--- src/rtl/bft_cfg.svh ---
`ifndef BFT_CFG_SVH
`define BFT_CFG_SVH

// leaf count of the fat tree
`define BFT_NUM_LEAVES 8

// leaf address width, log2 of the leaf count
`define BFT_ADDR_W 3

// packet data width
`define BFT_PAYLOAD_W 8

// switch levels, root is level 0
`define BFT_LEVELS 3

`endif

--- src/rtl/bft_pkg.sv ---
`include "bft_cfg.svh"

package bft_pkg;

	// destination or source leaf number
	typedef logic [`BFT_ADDR_W-1:0] leaf_addr_t;

	// packet data carried along with the address
	typedef logic [`BFT_PAYLOAD_W-1:0] payload_t;

	// desired direction of a packet, or the source picked for an output
	// the encoding matches the switch port numbering
	typedef enum logic [1:0] {
		ROUTE_VOID  = 2'b00,
		ROUTE_LEFT  = 2'b01,
		ROUTE_RIGHT = 2'b10,
		ROUTE_UP    = 2'b11
	} route_t;

endpackage

--- src/rtl/tree_link_if.sv ---
`timescale 1ns/100ps

interface tree_link_if import bft_pkg::*; ();

	// toward the leaves
	logic       down_valid;
	leaf_addr_t down_dest;
	payload_t   down_payload;

	// toward the root
	logic       up_valid;
	leaf_addr_t up_dest;
	payload_t   up_payload;

	modport parent (
		output down_valid,
		output down_dest,
		output down_payload,
		input  up_valid,
		input  up_dest,
		input  up_payload
	);

	modport child (
		input  down_valid,
		input  down_dest,
		input  down_payload,
		output up_valid,
		output up_dest,
		output up_payload
	);

endinterface

--- src/rtl/t_arbiter.sv ---
`timescale 1ns/100ps

module t_arbiter import bft_pkg::*; #(
	parameter bit ROOT = 1'b0
) (
	input  route_t d_l_i,
	input  route_t d_r_i,
	input  route_t d_u_i,
	output route_t sel_l_o,
	output route_t sel_r_o,
	output route_t sel_u_o
);

	generate
		if (ROOT) begin : g_root
			// no up port here, packets either turn back or swap sides
			always_comb begin
				sel_l_o = ROUTE_VOID;
				sel_r_o = ROUTE_VOID;
				sel_u_o = ROUTE_VOID;
				if (d_l_i == ROUTE_LEFT)
					sel_l_o = ROUTE_LEFT;
				if (d_r_i == ROUTE_RIGHT)
					sel_r_o = ROUTE_RIGHT;
				// right packet crossing over, or bounced back if left is taken
				if (d_r_i == ROUTE_LEFT) begin
					if (sel_l_o == ROUTE_VOID)
						sel_l_o = ROUTE_RIGHT;
					else
						sel_r_o = ROUTE_RIGHT;
				end
				if (d_l_i == ROUTE_RIGHT) begin
					if (sel_r_o == ROUTE_VOID)
						sel_r_o = ROUTE_LEFT;
					else
						sel_l_o = ROUTE_LEFT;
				end
			end
		end else begin : g_tree
			always_comb begin
				sel_l_o = ROUTE_VOID;
				sel_r_o = ROUTE_VOID;
				sel_u_o = ROUTE_VOID;

				// turnback first
				if (d_l_i == ROUTE_LEFT)
					sel_l_o = ROUTE_LEFT;
				if (d_r_i == ROUTE_RIGHT)
					sel_r_o = ROUTE_RIGHT;

				// downlink next, bounced back up when its bus is taken
				if (d_u_i == ROUTE_UP)
					sel_u_o = ROUTE_UP;
				else if (d_u_i == ROUTE_LEFT) begin
					if (d_l_i != ROUTE_LEFT)
						sel_l_o = ROUTE_UP;
					else
						sel_u_o = ROUTE_UP;
				end else if (d_u_i == ROUTE_RIGHT) begin
					if (d_r_i != ROUTE_RIGHT)
						sel_r_o = ROUTE_UP;
					else
						sel_u_o = ROUTE_UP;
				end

				// left input, side link before uplink
				if (d_l_i == ROUTE_RIGHT) begin
					if (sel_r_o == ROUTE_VOID)
						sel_r_o = ROUTE_LEFT;
					else if (d_u_i == ROUTE_LEFT)
						sel_u_o = ROUTE_LEFT;
					else
						sel_l_o = ROUTE_LEFT;
				end else if (d_l_i == ROUTE_UP) begin
					if (sel_u_o == ROUTE_VOID)
						sel_u_o = ROUTE_LEFT;
					else if (sel_l_o == ROUTE_VOID)
						sel_l_o = ROUTE_LEFT;
					else
						sel_r_o = ROUTE_LEFT;
				end

				// right input takes whatever is still free
				if (d_r_i == ROUTE_LEFT) begin
					if (sel_l_o == ROUTE_VOID)
						sel_l_o = ROUTE_RIGHT;
					else if (sel_r_o == ROUTE_VOID)
						sel_r_o = ROUTE_RIGHT;
					else
						sel_u_o = ROUTE_RIGHT;
				end else if (d_r_i == ROUTE_UP) begin
					if (sel_u_o == ROUTE_VOID)
						sel_u_o = ROUTE_RIGHT;
					else if (sel_r_o == ROUTE_VOID)
						sel_r_o = ROUTE_RIGHT;
					else
						sel_l_o = ROUTE_RIGHT;
				end
			end
		end
	endgenerate

	// each valid input leaves on exactly one output, an idle input on none
	always_comb begin
		assert final ($countones({sel_l_o == ROUTE_LEFT, sel_r_o == ROUTE_LEFT,
			sel_u_o == ROUTE_LEFT}) == (d_l_i != ROUTE_VOID))
			else $error("left input lost or duplicated in %m");
		assert final ($countones({sel_l_o == ROUTE_RIGHT, sel_r_o == ROUTE_RIGHT,
			sel_u_o == ROUTE_RIGHT}) == (d_r_i != ROUTE_VOID))
			else $error("right input lost or duplicated in %m");
		assert final ($countones({sel_l_o == ROUTE_UP, sel_r_o == ROUTE_UP,
			sel_u_o == ROUTE_UP}) == (d_u_i != ROUTE_VOID))
			else $error("up input lost or duplicated in %m");
	end

endmodule

--- src/rtl/t_switch.sv ---
`timescale 1ns/100ps
`include "bft_cfg.svh"

module t_switch import bft_pkg::*; #(
	parameter int unsigned LEVEL     = 0,
	parameter int unsigned NODE_ADDR = 0
) (
	input logic         clk,
	input logic         reset,
	tree_link_if.child  parent_link,
	tree_link_if.parent left_link,
	tree_link_if.parent right_link
);

	localparam int PKT_W        = 1 + `BFT_ADDR_W + `BFT_PAYLOAD_W;
	localparam int PREFIX_SHIFT = `BFT_ADDR_W - LEVEL;
	localparam int TURN_BIT     = `BFT_ADDR_W - 1 - LEVEL;

	logic [PKT_W-1:0] in_l;
	logic [PKT_W-1:0] in_r;
	logic [PKT_W-1:0] in_u;
	logic [PKT_W-1:0] out_l;
	logic [PKT_W-1:0] out_r;
	logic [PKT_W-1:0] out_u;
	logic             u_valid;
	route_t           d_l;
	route_t           d_r;
	route_t           d_u;
	route_t           sel_l;
	route_t           sel_r;
	route_t           sel_u;

	// down when this node's subtree holds the destination, up otherwise
	function automatic route_t decide(input logic valid, input leaf_addr_t dest);
		route_t d;
		if (!valid)
			d = ROUTE_VOID;
		else if ((dest >> PREFIX_SHIFT) != leaf_addr_t'(NODE_ADDR))
			d = ROUTE_UP;
		else if (dest[TURN_BIT])
			d = ROUTE_RIGHT;
		else
			d = ROUTE_LEFT;
		return d;
	endfunction

	function automatic logic [PKT_W-1:0] pick(
		input route_t           sel,
		input logic [PKT_W-1:0] l,
		input logic [PKT_W-1:0] r,
		input logic [PKT_W-1:0] u
	);
		logic [PKT_W-1:0] w;
		case (sel)
			ROUTE_LEFT:  w = l;
			ROUTE_RIGHT: w = r;
			ROUTE_UP:    w = u;
			default:     w = '0;
		endcase
		return w;
	endfunction

	// the root has nothing above it
	assign u_valid = (LEVEL == 0) ? 1'b0 : parent_link.down_valid;

	assign in_l = {left_link.up_valid, left_link.up_dest, left_link.up_payload};
	assign in_r = {right_link.up_valid, right_link.up_dest, right_link.up_payload};
	assign in_u = {u_valid, parent_link.down_dest, parent_link.down_payload};

	assign d_l = decide(left_link.up_valid, left_link.up_dest);
	assign d_r = decide(right_link.up_valid, right_link.up_dest);
	assign d_u = decide(u_valid, parent_link.down_dest);

	t_arbiter #(
		.ROOT (LEVEL == 0)
	) arb_i (
		.d_l_i   (d_l),
		.d_r_i   (d_r),
		.d_u_i   (d_u),
		.sel_l_o (sel_l),
		.sel_r_o (sel_r),
		.sel_u_o (sel_u)
	);

	// one register stage, unselected outputs go idle
	always_ff @(posedge clk) begin
		if (reset) begin
			out_l <= '0;
			out_r <= '0;
			out_u <= '0;
		end else begin
			out_l <= pick(sel_l, in_l, in_r, in_u);
			out_r <= pick(sel_r, in_l, in_r, in_u);
			out_u <= pick(sel_u, in_l, in_r, in_u);
		end
	end

	assign {left_link.down_valid, left_link.down_dest, left_link.down_payload} = out_l;
	assign {right_link.down_valid, right_link.down_dest, right_link.down_payload} = out_r;
	assign {parent_link.up_valid, parent_link.up_dest, parent_link.up_payload} = out_u;

	// deflection keeps every packet, so the count of valid words holds across the stage
	a_conserve: assert property (@(posedge clk) disable iff (reset)
		$past(!reset) |->
			$countones({out_l[PKT_W-1], out_r[PKT_W-1], out_u[PKT_W-1]}) ==
			$past($countones({in_l[PKT_W-1], in_r[PKT_W-1], in_u[PKT_W-1]})))
		else $error("packet count changed across %m");

endmodule

--- src/rtl/leaf_port.sv ---
`timescale 1ns/100ps

module leaf_port import bft_pkg::*; #(
	parameter int unsigned LEAF_ADDR = 0
) (
	input  logic       clk,
	input  logic       reset,
	tree_link_if.child link,
	input  logic       inject_valid_i,
	input  leaf_addr_t inject_dest_i,
	input  payload_t   inject_payload_i,
	output logic       deliver_valid_o,
	output leaf_addr_t deliver_dest_o,
	output payload_t   deliver_payload_o,
	output logic       resend_o
);

	logic accept;
	logic passing;

	assign accept  = link.down_valid && (link.down_dest == leaf_addr_t'(LEAF_ADDR));
	// a deflected packet owns the up slot this cycle
	assign passing = link.down_valid && !accept;

	assign resend_o = passing;

	always_ff @(posedge clk) begin
		if (reset) begin
			deliver_valid_o   <= 1'b0;
			deliver_dest_o    <= '0;
			deliver_payload_o <= '0;
			link.up_valid     <= 1'b0;
			link.up_dest      <= '0;
			link.up_payload   <= '0;
		end else begin
			deliver_valid_o   <= accept;
			deliver_dest_o    <= accept ? link.down_dest : '0;
			deliver_payload_o <= accept ? link.down_payload : '0;

			// bounce the passing packet, injection waits for a retry
			if (passing) begin
				link.up_valid   <= 1'b1;
				link.up_dest    <= link.down_dest;
				link.up_payload <= link.down_payload;
			end else begin
				link.up_valid   <= inject_valid_i;
				link.up_dest    <= inject_dest_i;
				link.up_payload <= inject_payload_i;
			end
		end
	end

endmodule

--- src/rtl/bft_top.sv ---
`timescale 1ns/100ps
`include "bft_cfg.svh"

module bft_top import bft_pkg::*; (
	input  logic                                clk,
	input  logic                                reset,
	input  logic       [`BFT_NUM_LEAVES-1:0]   inject_valid_i,
	input  leaf_addr_t [`BFT_NUM_LEAVES-1:0]   inject_dest_i,
	input  payload_t   [`BFT_NUM_LEAVES-1:0]   inject_payload_i,
	output logic       [`BFT_NUM_LEAVES-1:0]   deliver_valid_o,
	output leaf_addr_t [`BFT_NUM_LEAVES-1:0]   deliver_dest_o,
	output payload_t   [`BFT_NUM_LEAVES-1:0]   deliver_payload_o,
	output logic       [`BFT_NUM_LEAVES-1:0]   resend_o
);

	// heap numbering: link h feeds node h from its parent
	// 1 is the stub above the root, 2..7 join switches, 8..15 reach the leaves
	tree_link_if link [1:2*`BFT_NUM_LEAVES-1] ();

	// nothing sits above the root
	assign link[1].down_valid   = 1'b0;
	assign link[1].down_dest    = '0;
	assign link[1].down_payload = '0;

	generate
		for (genvar lvl = 0; lvl < `BFT_LEVELS; lvl++) begin : g_lvl
			for (genvar n = 0; n < (1 << lvl); n++) begin : g_node
				t_switch #(
					.LEVEL     (lvl),
					.NODE_ADDR (n)
				) sw_i (
					.clk         (clk),
					.reset       (reset),
					.parent_link (link[(1 << lvl) + n]),
					.left_link   (link[2 * ((1 << lvl) + n)]),
					.right_link  (link[2 * ((1 << lvl) + n) + 1])
				);
			end
		end

		for (genvar k = 0; k < `BFT_NUM_LEAVES; k++) begin : g_leaf
			leaf_port #(
				.LEAF_ADDR (k)
			) leaf_i (
				.clk               (clk),
				.reset             (reset),
				.link              (link[`BFT_NUM_LEAVES + k]),
				.inject_valid_i    (inject_valid_i[k]),
				.inject_dest_i     (inject_dest_i[k]),
				.inject_payload_i  (inject_payload_i[k]),
				.deliver_valid_o   (deliver_valid_o[k]),
				.deliver_dest_o    (deliver_dest_o[k]),
				.deliver_payload_o (deliver_payload_o[k]),
				.resend_o          (resend_o[k])
			);
		end
	endgenerate

endmodule

--- config.mk ---
export PLATFORM = sky130hd
export DESIGN_NAME = bft_top
export DESIGN_NICKNAME = d
export VERILOG_FILES = /design/src/rtl/bft_pkg.sv /design/src/rtl/tree_link_if.sv /design/src/rtl/t_arbiter.sv /design/src/rtl/t_switch.sv /design/src/rtl/leaf_port.sv /design/src/rtl/bft_top.sv
export VERILOG_INCLUDE_DIRS = /design/src /design/src/rtl
export SDC_FILE = /design/constraint.sdc
export NUM_CORES = 1
export LEC_CHECK = 0
export ABC_CLOCK_PERIOD_IN_PS = 4100
export BUFFER_PORTS_ARGS = -buffer_cell sky130_fd_sc_hd__buf_2
export CORE_ASPECT_RATIO = 1.2
export CORE_MARGIN = 4
export CORE_UTILIZATION = 55
export CTS_CLUSTER_SIZE = 20
export DETAILED_ROUTE_END_ITERATION = 16
export PLACE_DENSITY = 0.76
export SLEW_MARGIN = 10
export SYNTH_ARGS = -nofsm -noshare
export SYNTH_HDL_FRONTEND = slang
export SYNTH_SLANG_ARGS = --single-unit
--- constraint.sdc ---
create_clock -name clk -period 4.1 [get_ports clk]
set_input_delay 0.615 -clock clk [delete_from_list [all_inputs] [get_ports clk]]
set_output_delay 0.615 -clock clk [all_outputs]
set_load 0.03 [all_outputs]
# --- Yosys cells after proc, flatten, opt, wreduce, memory -nomap -nowiden ---
# Cells that the tools add are included.
word_totals:
  word_cells: 676
  regBits: 432
classes:
  reduce_logical: 74
  muxes: 382
  eq_ne: 144
  bitwise: 8
ops:
  columns: ["cell", "n"]
  rows:
  - ["2-to-1 mux 2 bit", 331]
  - ["case mux 12 bit (3 select lines)", 18]
  - ["== test 2 bit, second input constant", 76]
  - ["== test 2 x 1 -> 1 bit, second input constant", 40]
  - ["logical NOT 2 bit", 38]
  - ["2-to-1 mux 8 bit", 8]
  - ["case mux 12 bit (2 select lines)", 2]
  - ["2-to-1 mux 3 bit", 8]
  - ["inequality test 2 bit, second input constant", 12]
  - ["inequality test 2 x 1 -> 1 bit, second input constant", 9]
  - ["logical AND 1 bit", 16]
  - ["OR reduction 2 bit", 8]
  - ["2-to-1 mux 1 bit", 15]
  - ["== test 3 bit, second input constant", 4]
  - ["nonzero test 3 bit", 3]
  - ["logical NOT 1 bit", 8]
  - ["inverter 1 bit", 8]
  - ["== test 3 x 2 -> 1 bit, second input constant", 2]
  - ["== test 3 x 1 -> 1 bit, second input constant", 1]
  - ["logical NOT 3 bit", 1]

# --- Longest topological paths before layout ---
depth:
  ltp_word: 20
  depth_mapped: 9

# --- Hierarchy ---
# A second synthesis with hierarchy kept.
hier_totals:
  hier_cells: 2003
  hier_area_um2: 20010.4
by_module_without_submodules:
  columns: ["module", "seq_area_each_um2", "cells_per_inst", "area_per_inst_um2", "instances"]
  rows:
  - ["t_switch at g_lvl[2].g_node[1].sw_i ...", 720.7, 165, 1676.6, 2]
  - ["leaf_port at g_leaf[3].leaf_i ...", 480.5, 75, 857.1, 3]
  - ["t_switch at g_lvl[0].g_node[0].sw_i", 720.7, 170, 1714.1, 1]
  - ["t_switch at g_lvl[2].g_node[0].sw_i", 720.7, 162, 1694.1, 1]
  - ["t_switch at g_lvl[1].g_node[1].sw_i", 720.7, 162, 1677.9, 1]
  - ["leaf_port at g_leaf[1].leaf_i ...", 480.5, 78, 834.6, 2]
  - ["t_switch at g_lvl[2].g_node[3].sw_i", 720.7, 165, 1661.6, 1]
  - ["t_switch at g_lvl[1].g_node[0].sw_i", 720.7, 162, 1656.6, 1]
  - ["t_arbiter at g_lvl[1].g_node[0].sw_i.arb_i ...", 0.0, 38, 250.2, 6]
  - ["leaf_port at g_leaf[4].leaf_i", 480.5, 79, 848.3, 1]
  - ["leaf_port at g_leaf[7].leaf_i", 480.5, 78, 838.3, 1]
  - ["leaf_port at g_leaf[0].leaf_i", 480.5, 74, 754.5, 1]
  - ["t_arbiter at g_lvl[0].g_node[0].sw_i.arb_i", 0.0, 11, 66.3, 1]
  - ["bft_top", 0.0, 1, 3.8, 1]

# --- Worst setup path after synthesis ---
# Ideal clock, no wire load.
synth_path:
  kind: "flip-flop to flip-flop"
  from: "reg g_lvl[2].g_node[1].sw_i.out_u[10]"
  to: "reg g_lvl[1].g_node[0].sw_i.out_u[2]"
  path_stages_with_launch: 10
  setup_time_ns: 0.127
  path_slack_ns: 2.126
  arrival_time_ns: 1.847
  path_buffers: 3
  synth_period_minus_slack_ns: 1.974
  path_cell_list: "dfxtp_1 -> buf_2 -> and4b_1 -> o31a_1 -> nand2b_1 -> a21o_1 -> buf_4 -> o21a_1 -> buf_2 -> a21boi_0"
synth_between:
  elab_chain_cells: 18
  word_cells_on_any_way: 43
  classes_between: "eq/ne: 7; mux: 31; reduce/logical: 5"
synth_rtl:
  columns: ["item", "line_no", "rtl"]
  rows:
  - ["start, declared", "t_switch.sv:24", "logic [PKT_W-1:0] out_u;"]
  - ["start signal, assigned", "t_switch.sv:94", "out_u <= pick(sel_u, in_l, in_r, in_u);"]
  - ["2-to-1 mux 2 bit *", "t_switch.sv:38", "else if ((dest >> PREFIX_SHIFT) != leaf_addr_t'(NODE_ADDR))"]
  - ["2-to-1 mux 2 bit *", "t_switch.sv:36", "if (!valid)"]
  - ["== test 2 bit", "t_arbiter.sv:48", "if (d_r_i == ROUTE_RIGHT)"]
  - ["2-to-1 mux 2 bit", "t_arbiter.sv:48", null]
  - ["2-to-1 mux 2 bit", "t_arbiter.sv:60", "if (d_r_i != ROUTE_RIGHT)"]
  - ["2-to-1 mux 2 bit", "t_arbiter.sv:59", "end else if (d_u_i == ROUTE_RIGHT) begin"]
  - ["2-to-1 mux 2 bit", "t_arbiter.sv:54", "else if (d_u_i == ROUTE_LEFT) begin"]
  - ["2-to-1 mux 2 bit", "t_arbiter.sv:52", "if (d_u_i == ROUTE_UP)"]
  - ["[2 not listed]", null, null]
  - ["2-to-1 mux 2 bit", "t_arbiter.sv:74", "end else if (d_l_i == ROUTE_UP) begin"]
  - ["2-to-1 mux 2 bit", "t_arbiter.sv:67", "if (d_l_i == ROUTE_RIGHT) begin"]
  - ["logical NOT 2 bit", "t_arbiter.sv:87", "else if (sel_r_o == ROUTE_VOID)"]
  - ["2-to-1 mux 2 bit", "t_arbiter.sv:87", null]
  - ["2-to-1 mux 2 bit", "t_arbiter.sv:85", "if (sel_l_o == ROUTE_VOID)"]
  - ["2-to-1 mux 2 bit *", "t_arbiter.sv:84", "if (d_r_i == ROUTE_LEFT) begin"]
  - ["== test 2 bit / == test 2 x 1 -> 1 bit (equally long branches)", "t_switch.sv:54", "case (sel)"]
  - ["case mux 12 bit (3 select lines) *", "t_switch.sv:54", null]
  - ["end signal, assigned", "t_switch.sv:94", null]
  - ["end, declared", "t_switch.sv:24", null]
# Every way passes the cells marked *; elsewhere a longest branch is shown, timed or not.
# A chain may end at the register's enable or synchronous reset.

# --- Worst setup path in the final report ---
layout_path:
  from: "reg g_lvl[1].g_node[1].sw_i.out_l[11]"
  to: "reg g_lvl[2].g_node[2].sw_i.out_r[1]"
layout_between:
  elab_chain_cells: 16
  word_cells_on_any_way: 43
  classes_between: "eq/ne: 6; mux: 31; reduce/logical: 6"
layout_rtl:
  columns: ["item", "line_no", "rtl"]
  rows:
  - ["start, declared", "t_switch.sv:22", "logic [PKT_W-1:0] out_l;"]
  - ["start signal, assigned", "t_switch.sv:92", "out_l <= pick(sel_l, in_l, in_r, in_u);"]
  - ["2-to-1 mux 2 bit *", "t_switch.sv:36", null]
  - ["== test 2 bit / == test 2 x 1 -> 1 bit (equally long branches)", "t_arbiter.sv:59, t_arbiter.sv:54, t_arbiter.sv:70", null]
  - ["2-to-1 mux 2 bit (on tied branches)", "t_arbiter.sv:59, t_arbiter.sv:54", null]
  - ["2-to-1 mux 2 bit (on tied branches)", "t_arbiter.sv:54, t_arbiter.sv:52", null]
  - ["2-to-1 mux 2 bit / logical NOT 2 bit (equally long branches)", "t_arbiter.sv:52, t_arbiter.sv:77", null]
  - ["2-to-1 mux 2 bit / logical NOT 2 bit (equally long branches)", "t_arbiter.sv:77, t_arbiter.sv:75", null]
  - ["2-to-1 mux 2 bit", "t_arbiter.sv:75", "if (sel_u_o == ROUTE_VOID)"]
  - ["2-to-1 mux 2 bit", "t_arbiter.sv:74", null]
  - ["2-to-1 mux 2 bit", "t_arbiter.sv:67", null]
  - ["logical NOT 2 bit", "t_arbiter.sv:87, t_arbiter.sv:94", null]
  - ["2-to-1 mux 2 bit", "t_arbiter.sv:87, t_arbiter.sv:94", null]
  - ["2-to-1 mux 2 bit", "t_arbiter.sv:92", "if (sel_u_o == ROUTE_VOID)"]
  - ["2-to-1 mux 2 bit", "t_arbiter.sv:91", "end else if (d_r_i == ROUTE_UP) begin"]
  - ["2-to-1 mux 2 bit *", "t_arbiter.sv:84", null]
  - ["== test 2 bit / == test 2 x 1 -> 1 bit (equally long branches)", "t_switch.sv:54", null]
  - ["case mux 12 bit (3 select lines) *", "t_switch.sv:54", null]
  - ["end signal, assigned", "t_switch.sv:93", "out_r <= pick(sel_r, in_l, in_r, in_u);"]
  - ["end, declared", "t_switch.sv:23", "logic [PKT_W-1:0] out_r;"]
# Marks and branches as above.

==> impl_results.md <==
- Pin count of the biggest net entering global routing: 80
- Die height: 200 µm
- Final Cycle Share: 68.9%
- Synth top area cells: dfxtp_1 (51%), nand2_1 (5.2%), a22oi_1 (4.0%)
- # IOs: 202
- R2R depth: 6
- Slew @ Worst Pin: 1.11 ns
- Layout area overhead: 15.2%
- Routed WL per cell: 18.0 µm
- Post-CTS Hold Buffers: 0
- Reg clk slew, reported paths: 0.06 ns
- Vias in the first global route: 14,000
- Gr usage total: 24.9%
- EDFF count, synth: 0
- Worst VDD drop: 0.447 mV
- Post-synthesis mux area share: 3.04%
- Ys async rst share: 0%
- Core area: 29,900 µm²
- Clk_lat worst skew: 0.55 ns
- Largest family of logic cells by synthesized area: compound AO/OA/AOI/OAI gates
- CP Class: reg -> reg
- Antenna Nets Post-Route: 0
- Maximum clock path buffer count: 3
- Skew final: 0.0148 ns
- Bufs and invs on worst path: 1
- Worst R2R Start: g_lvl[1].g_node[1].sw_i.out_l[11]
- Slew Viols, Final: 0
- Fin Setup TNS: 0 ns
- Final Hold Viols: 0
- Syn avg cell area: 9.19 µm²
- Syn Inst Count: 1,832
- Commonest non-fill, non-tap cell in the layout: dfxtp_1
- Layout cell share with drive strength beyond 1: 17.0%
- Max Fclk: 0.354 GHz
- DRC violations left: 0
- Share of the synthesized area in the top cell type: 51.4%
- Crit path launch: g_lvl[1].g_node[1].sw_i.out_l[11]
- R2r setup slk: 1.28 ns
- H-tree levels: 2
- Buffers on Ports: 201
- Status: completed
- Post-synthesis adder-cell area fraction: 0.149%
- Crit. End Element: register
- Reg2Reg Capture Point: g_lvl[2].g_node[2].sw_i.out_r[1]
- Register area share after synthesis: 51.4%
- CTS tree: yes
- # clock sinks: 432
- First-pass iteration count of the detailed router: 8
- Family with the most delay on the worst path: simple AND/OR/NAND/NOR gates
- Vias: 14,300
- CP max stage delay: 0.68 ns
- Final nets: 2,087
- Arrival time at the worst endpoint: 3.27 ns
- Synth unique cells: 87
- GP Congestion: 0.938
- Antenna cells: 0
- CP Depth: 6
- Post-CTS setup buffer count: 0
- Max-Cap Viols: 0
- Min-Delay Path Class: in -> reg
- Synth Area in Compound Gates: 22.2%
- Static Leak: 7.91 nW
- Setup crit end: g_lvl[2].g_node[2].sw_i.out_r[1]
- Row cnt: 69
- Total wire length: 43,300 µm
- Final Critical Period: 2.82 ns
- Post-layout util: 64.9%
- Starting utilization of the core area: 56.4%
- CTS root buf: clkbuf_16
- Most frequent cells in the layout: dfxtp_1 (432), nand2_1 (235), buf_2 (200)
- Number of synthesized register bits: 432
- Crit Path Max Fanout: 12
- RSZ-0062 raised after global routing: false
- Synth Area in Simple Gates: 19.0%
- First-pass GRT wire length: 70,000 µm
- Die X: 168 µm
- Pwr per Cell Area: 457 nW/µm²
- Resized cells post-CTS: 0
- Overflow after GRT: 0
- Synth warn: 0
- Final setup viols: 0
- Cell taking the most area after synthesis: dfxtp_1
- Post-Synth XOR/XNOR Area: 0%
- Synthesized area: 16,800 µm²
- CP cell instances: nand4b_1 > a21boi_0 > nor2_1 > inv_1 > a21o_1 > a211oi_1
- Die area: 33,500 µm²
- Initial DRC Count: 1,623
- Slowest cell on crit path: nor2_1
- Initial antenna violation count: 0
- CP required: 4.55 ns
- Total CTS buffers: 41
- Critical path launch point type: register
- Worst slew margin: 25.4%
- Routed vias/inst: 5.96
- Ys flop type: dfxtp_1
- HPWL after detailed placement: 30,500 µm
## routing by layer
metal	wire [µm]	vias to the layer above	global-route usage, %
met1	17200	6739	30.9
met2	22000	598	44.6
met3	2740	125	3.58
li1	-	6861	-
met4	1410	0	8.57
met5	0	-	0
## power by group
part | switching (mW) | internal (mW) | total [mW]
registers | 0.121 | 4.31 | 4.43
logic | 0.306 | 0.198 | 0.504
clock network | 1.57 | 2.36 | 3.93
## metrics by stage
stage                     worst slack, ns  hold WS [ns]  total power [mW]  area (µm²)  std cells
final                                1.28         0.285              8.86       19400       2403
after global routing                 1.11         0.280              9.17       19400       2403
after CTS                            1.31         0.265              8.94       19400       2403
after detailed placement             1.39         0.439              5.01       18000       2334
after global placement               1.52         0.433              5.00       18000       2334
after floorplan                      2.13         0.426              4.84       16900       1843
## state kept, by name (all words and copies together), names as in the netlist
signal / flops
g_leaf.leaf_i.link.up_dest: 24
g_lvl.g_node.sw_i.out_l: 84
g_leaf.leaf_i.deliver_dest_o: 24
g_lvl.g_node.sw_i.out_r: 84
g_leaf.leaf_i.deliver_valid_o: 8
g_leaf.leaf_i.deliver_payload_o: 64
g_lvl.g_node.sw_i.out_u: 72
g_leaf.leaf_i.link.up_valid: 8
g_leaf.leaf_i.link.up_payload: 64
## kinds of logic after synthesis
group / Yosys count
adder cells (fa/ha/maj): 2
other: 1
AND/OR/NAND/NOR: 662
buffers and inverters: 163
multiplexers: 51
flip-flops: 432
AO/OA/AOI/OAI: 521
## layout make-up
cell class / count / area [µm²]
clock buffers: 54 / 1200
clock inverters: 15 / 210
fillers: 2509 / 10500
inverters: 47 / 176
multi-input cells: 1248 / 7540
flip-flops and latches: 432 / 8650
well taps: 390 / 488
repair buffers: 217 / 1130
## cell usage after synthesis (12+ instances only)
master / n
a21boi_0: 15
a211oi_1: 61
a222oi_1: 25
clkbuf_1: 71
nand2b_1: 16
a21oi_1: 133
a22o_1: 12
and2_1: 71
nor3_1: 37
buf_2: 20
o21ai_0: 40
nand3_1: 38
mux2i_1: 50
inv_1: 46
buf_4: 18
nor2_1: 169
nand2_1: 235
nor2b_1: 16
o21a_1: 13
o221a_2: 12
nand3b_1: 14
a22oi_1: 89
dfxtp_1: 432
o22ai_1: 19
## worst min path at each step
stage | startpoint | to | slack, ns | depth (start not counted)
after floorplan | g_lvl[2].g_node[0].sw_i.out_l[10] | g_leaf[0].leaf_i.link.up_dest[2] | 0.43 | 2
after global placement | g_lvl[2].g_node[2].sw_i.out_r[3] | g_leaf[5].leaf_i.link.up_payload[3] | 0.43 | 2
after detailed placement | g_lvl[2].g_node[2].sw_i.out_r[2] | g_leaf[5].leaf_i.link.up_payload[2] | 0.44 | 2
after CTS | inject_valid_i[1] | g_leaf[1].leaf_i.link.up_valid | 0.27 | 2
after global routing | inject_valid_i[3] | g_leaf[3].leaf_i.link.up_valid | 0.28 | 2
final | inject_valid_i[4] | g_leaf[4].leaf_i.link.up_valid | 0.29 | 2
Power figures use the tool's default switching activity.
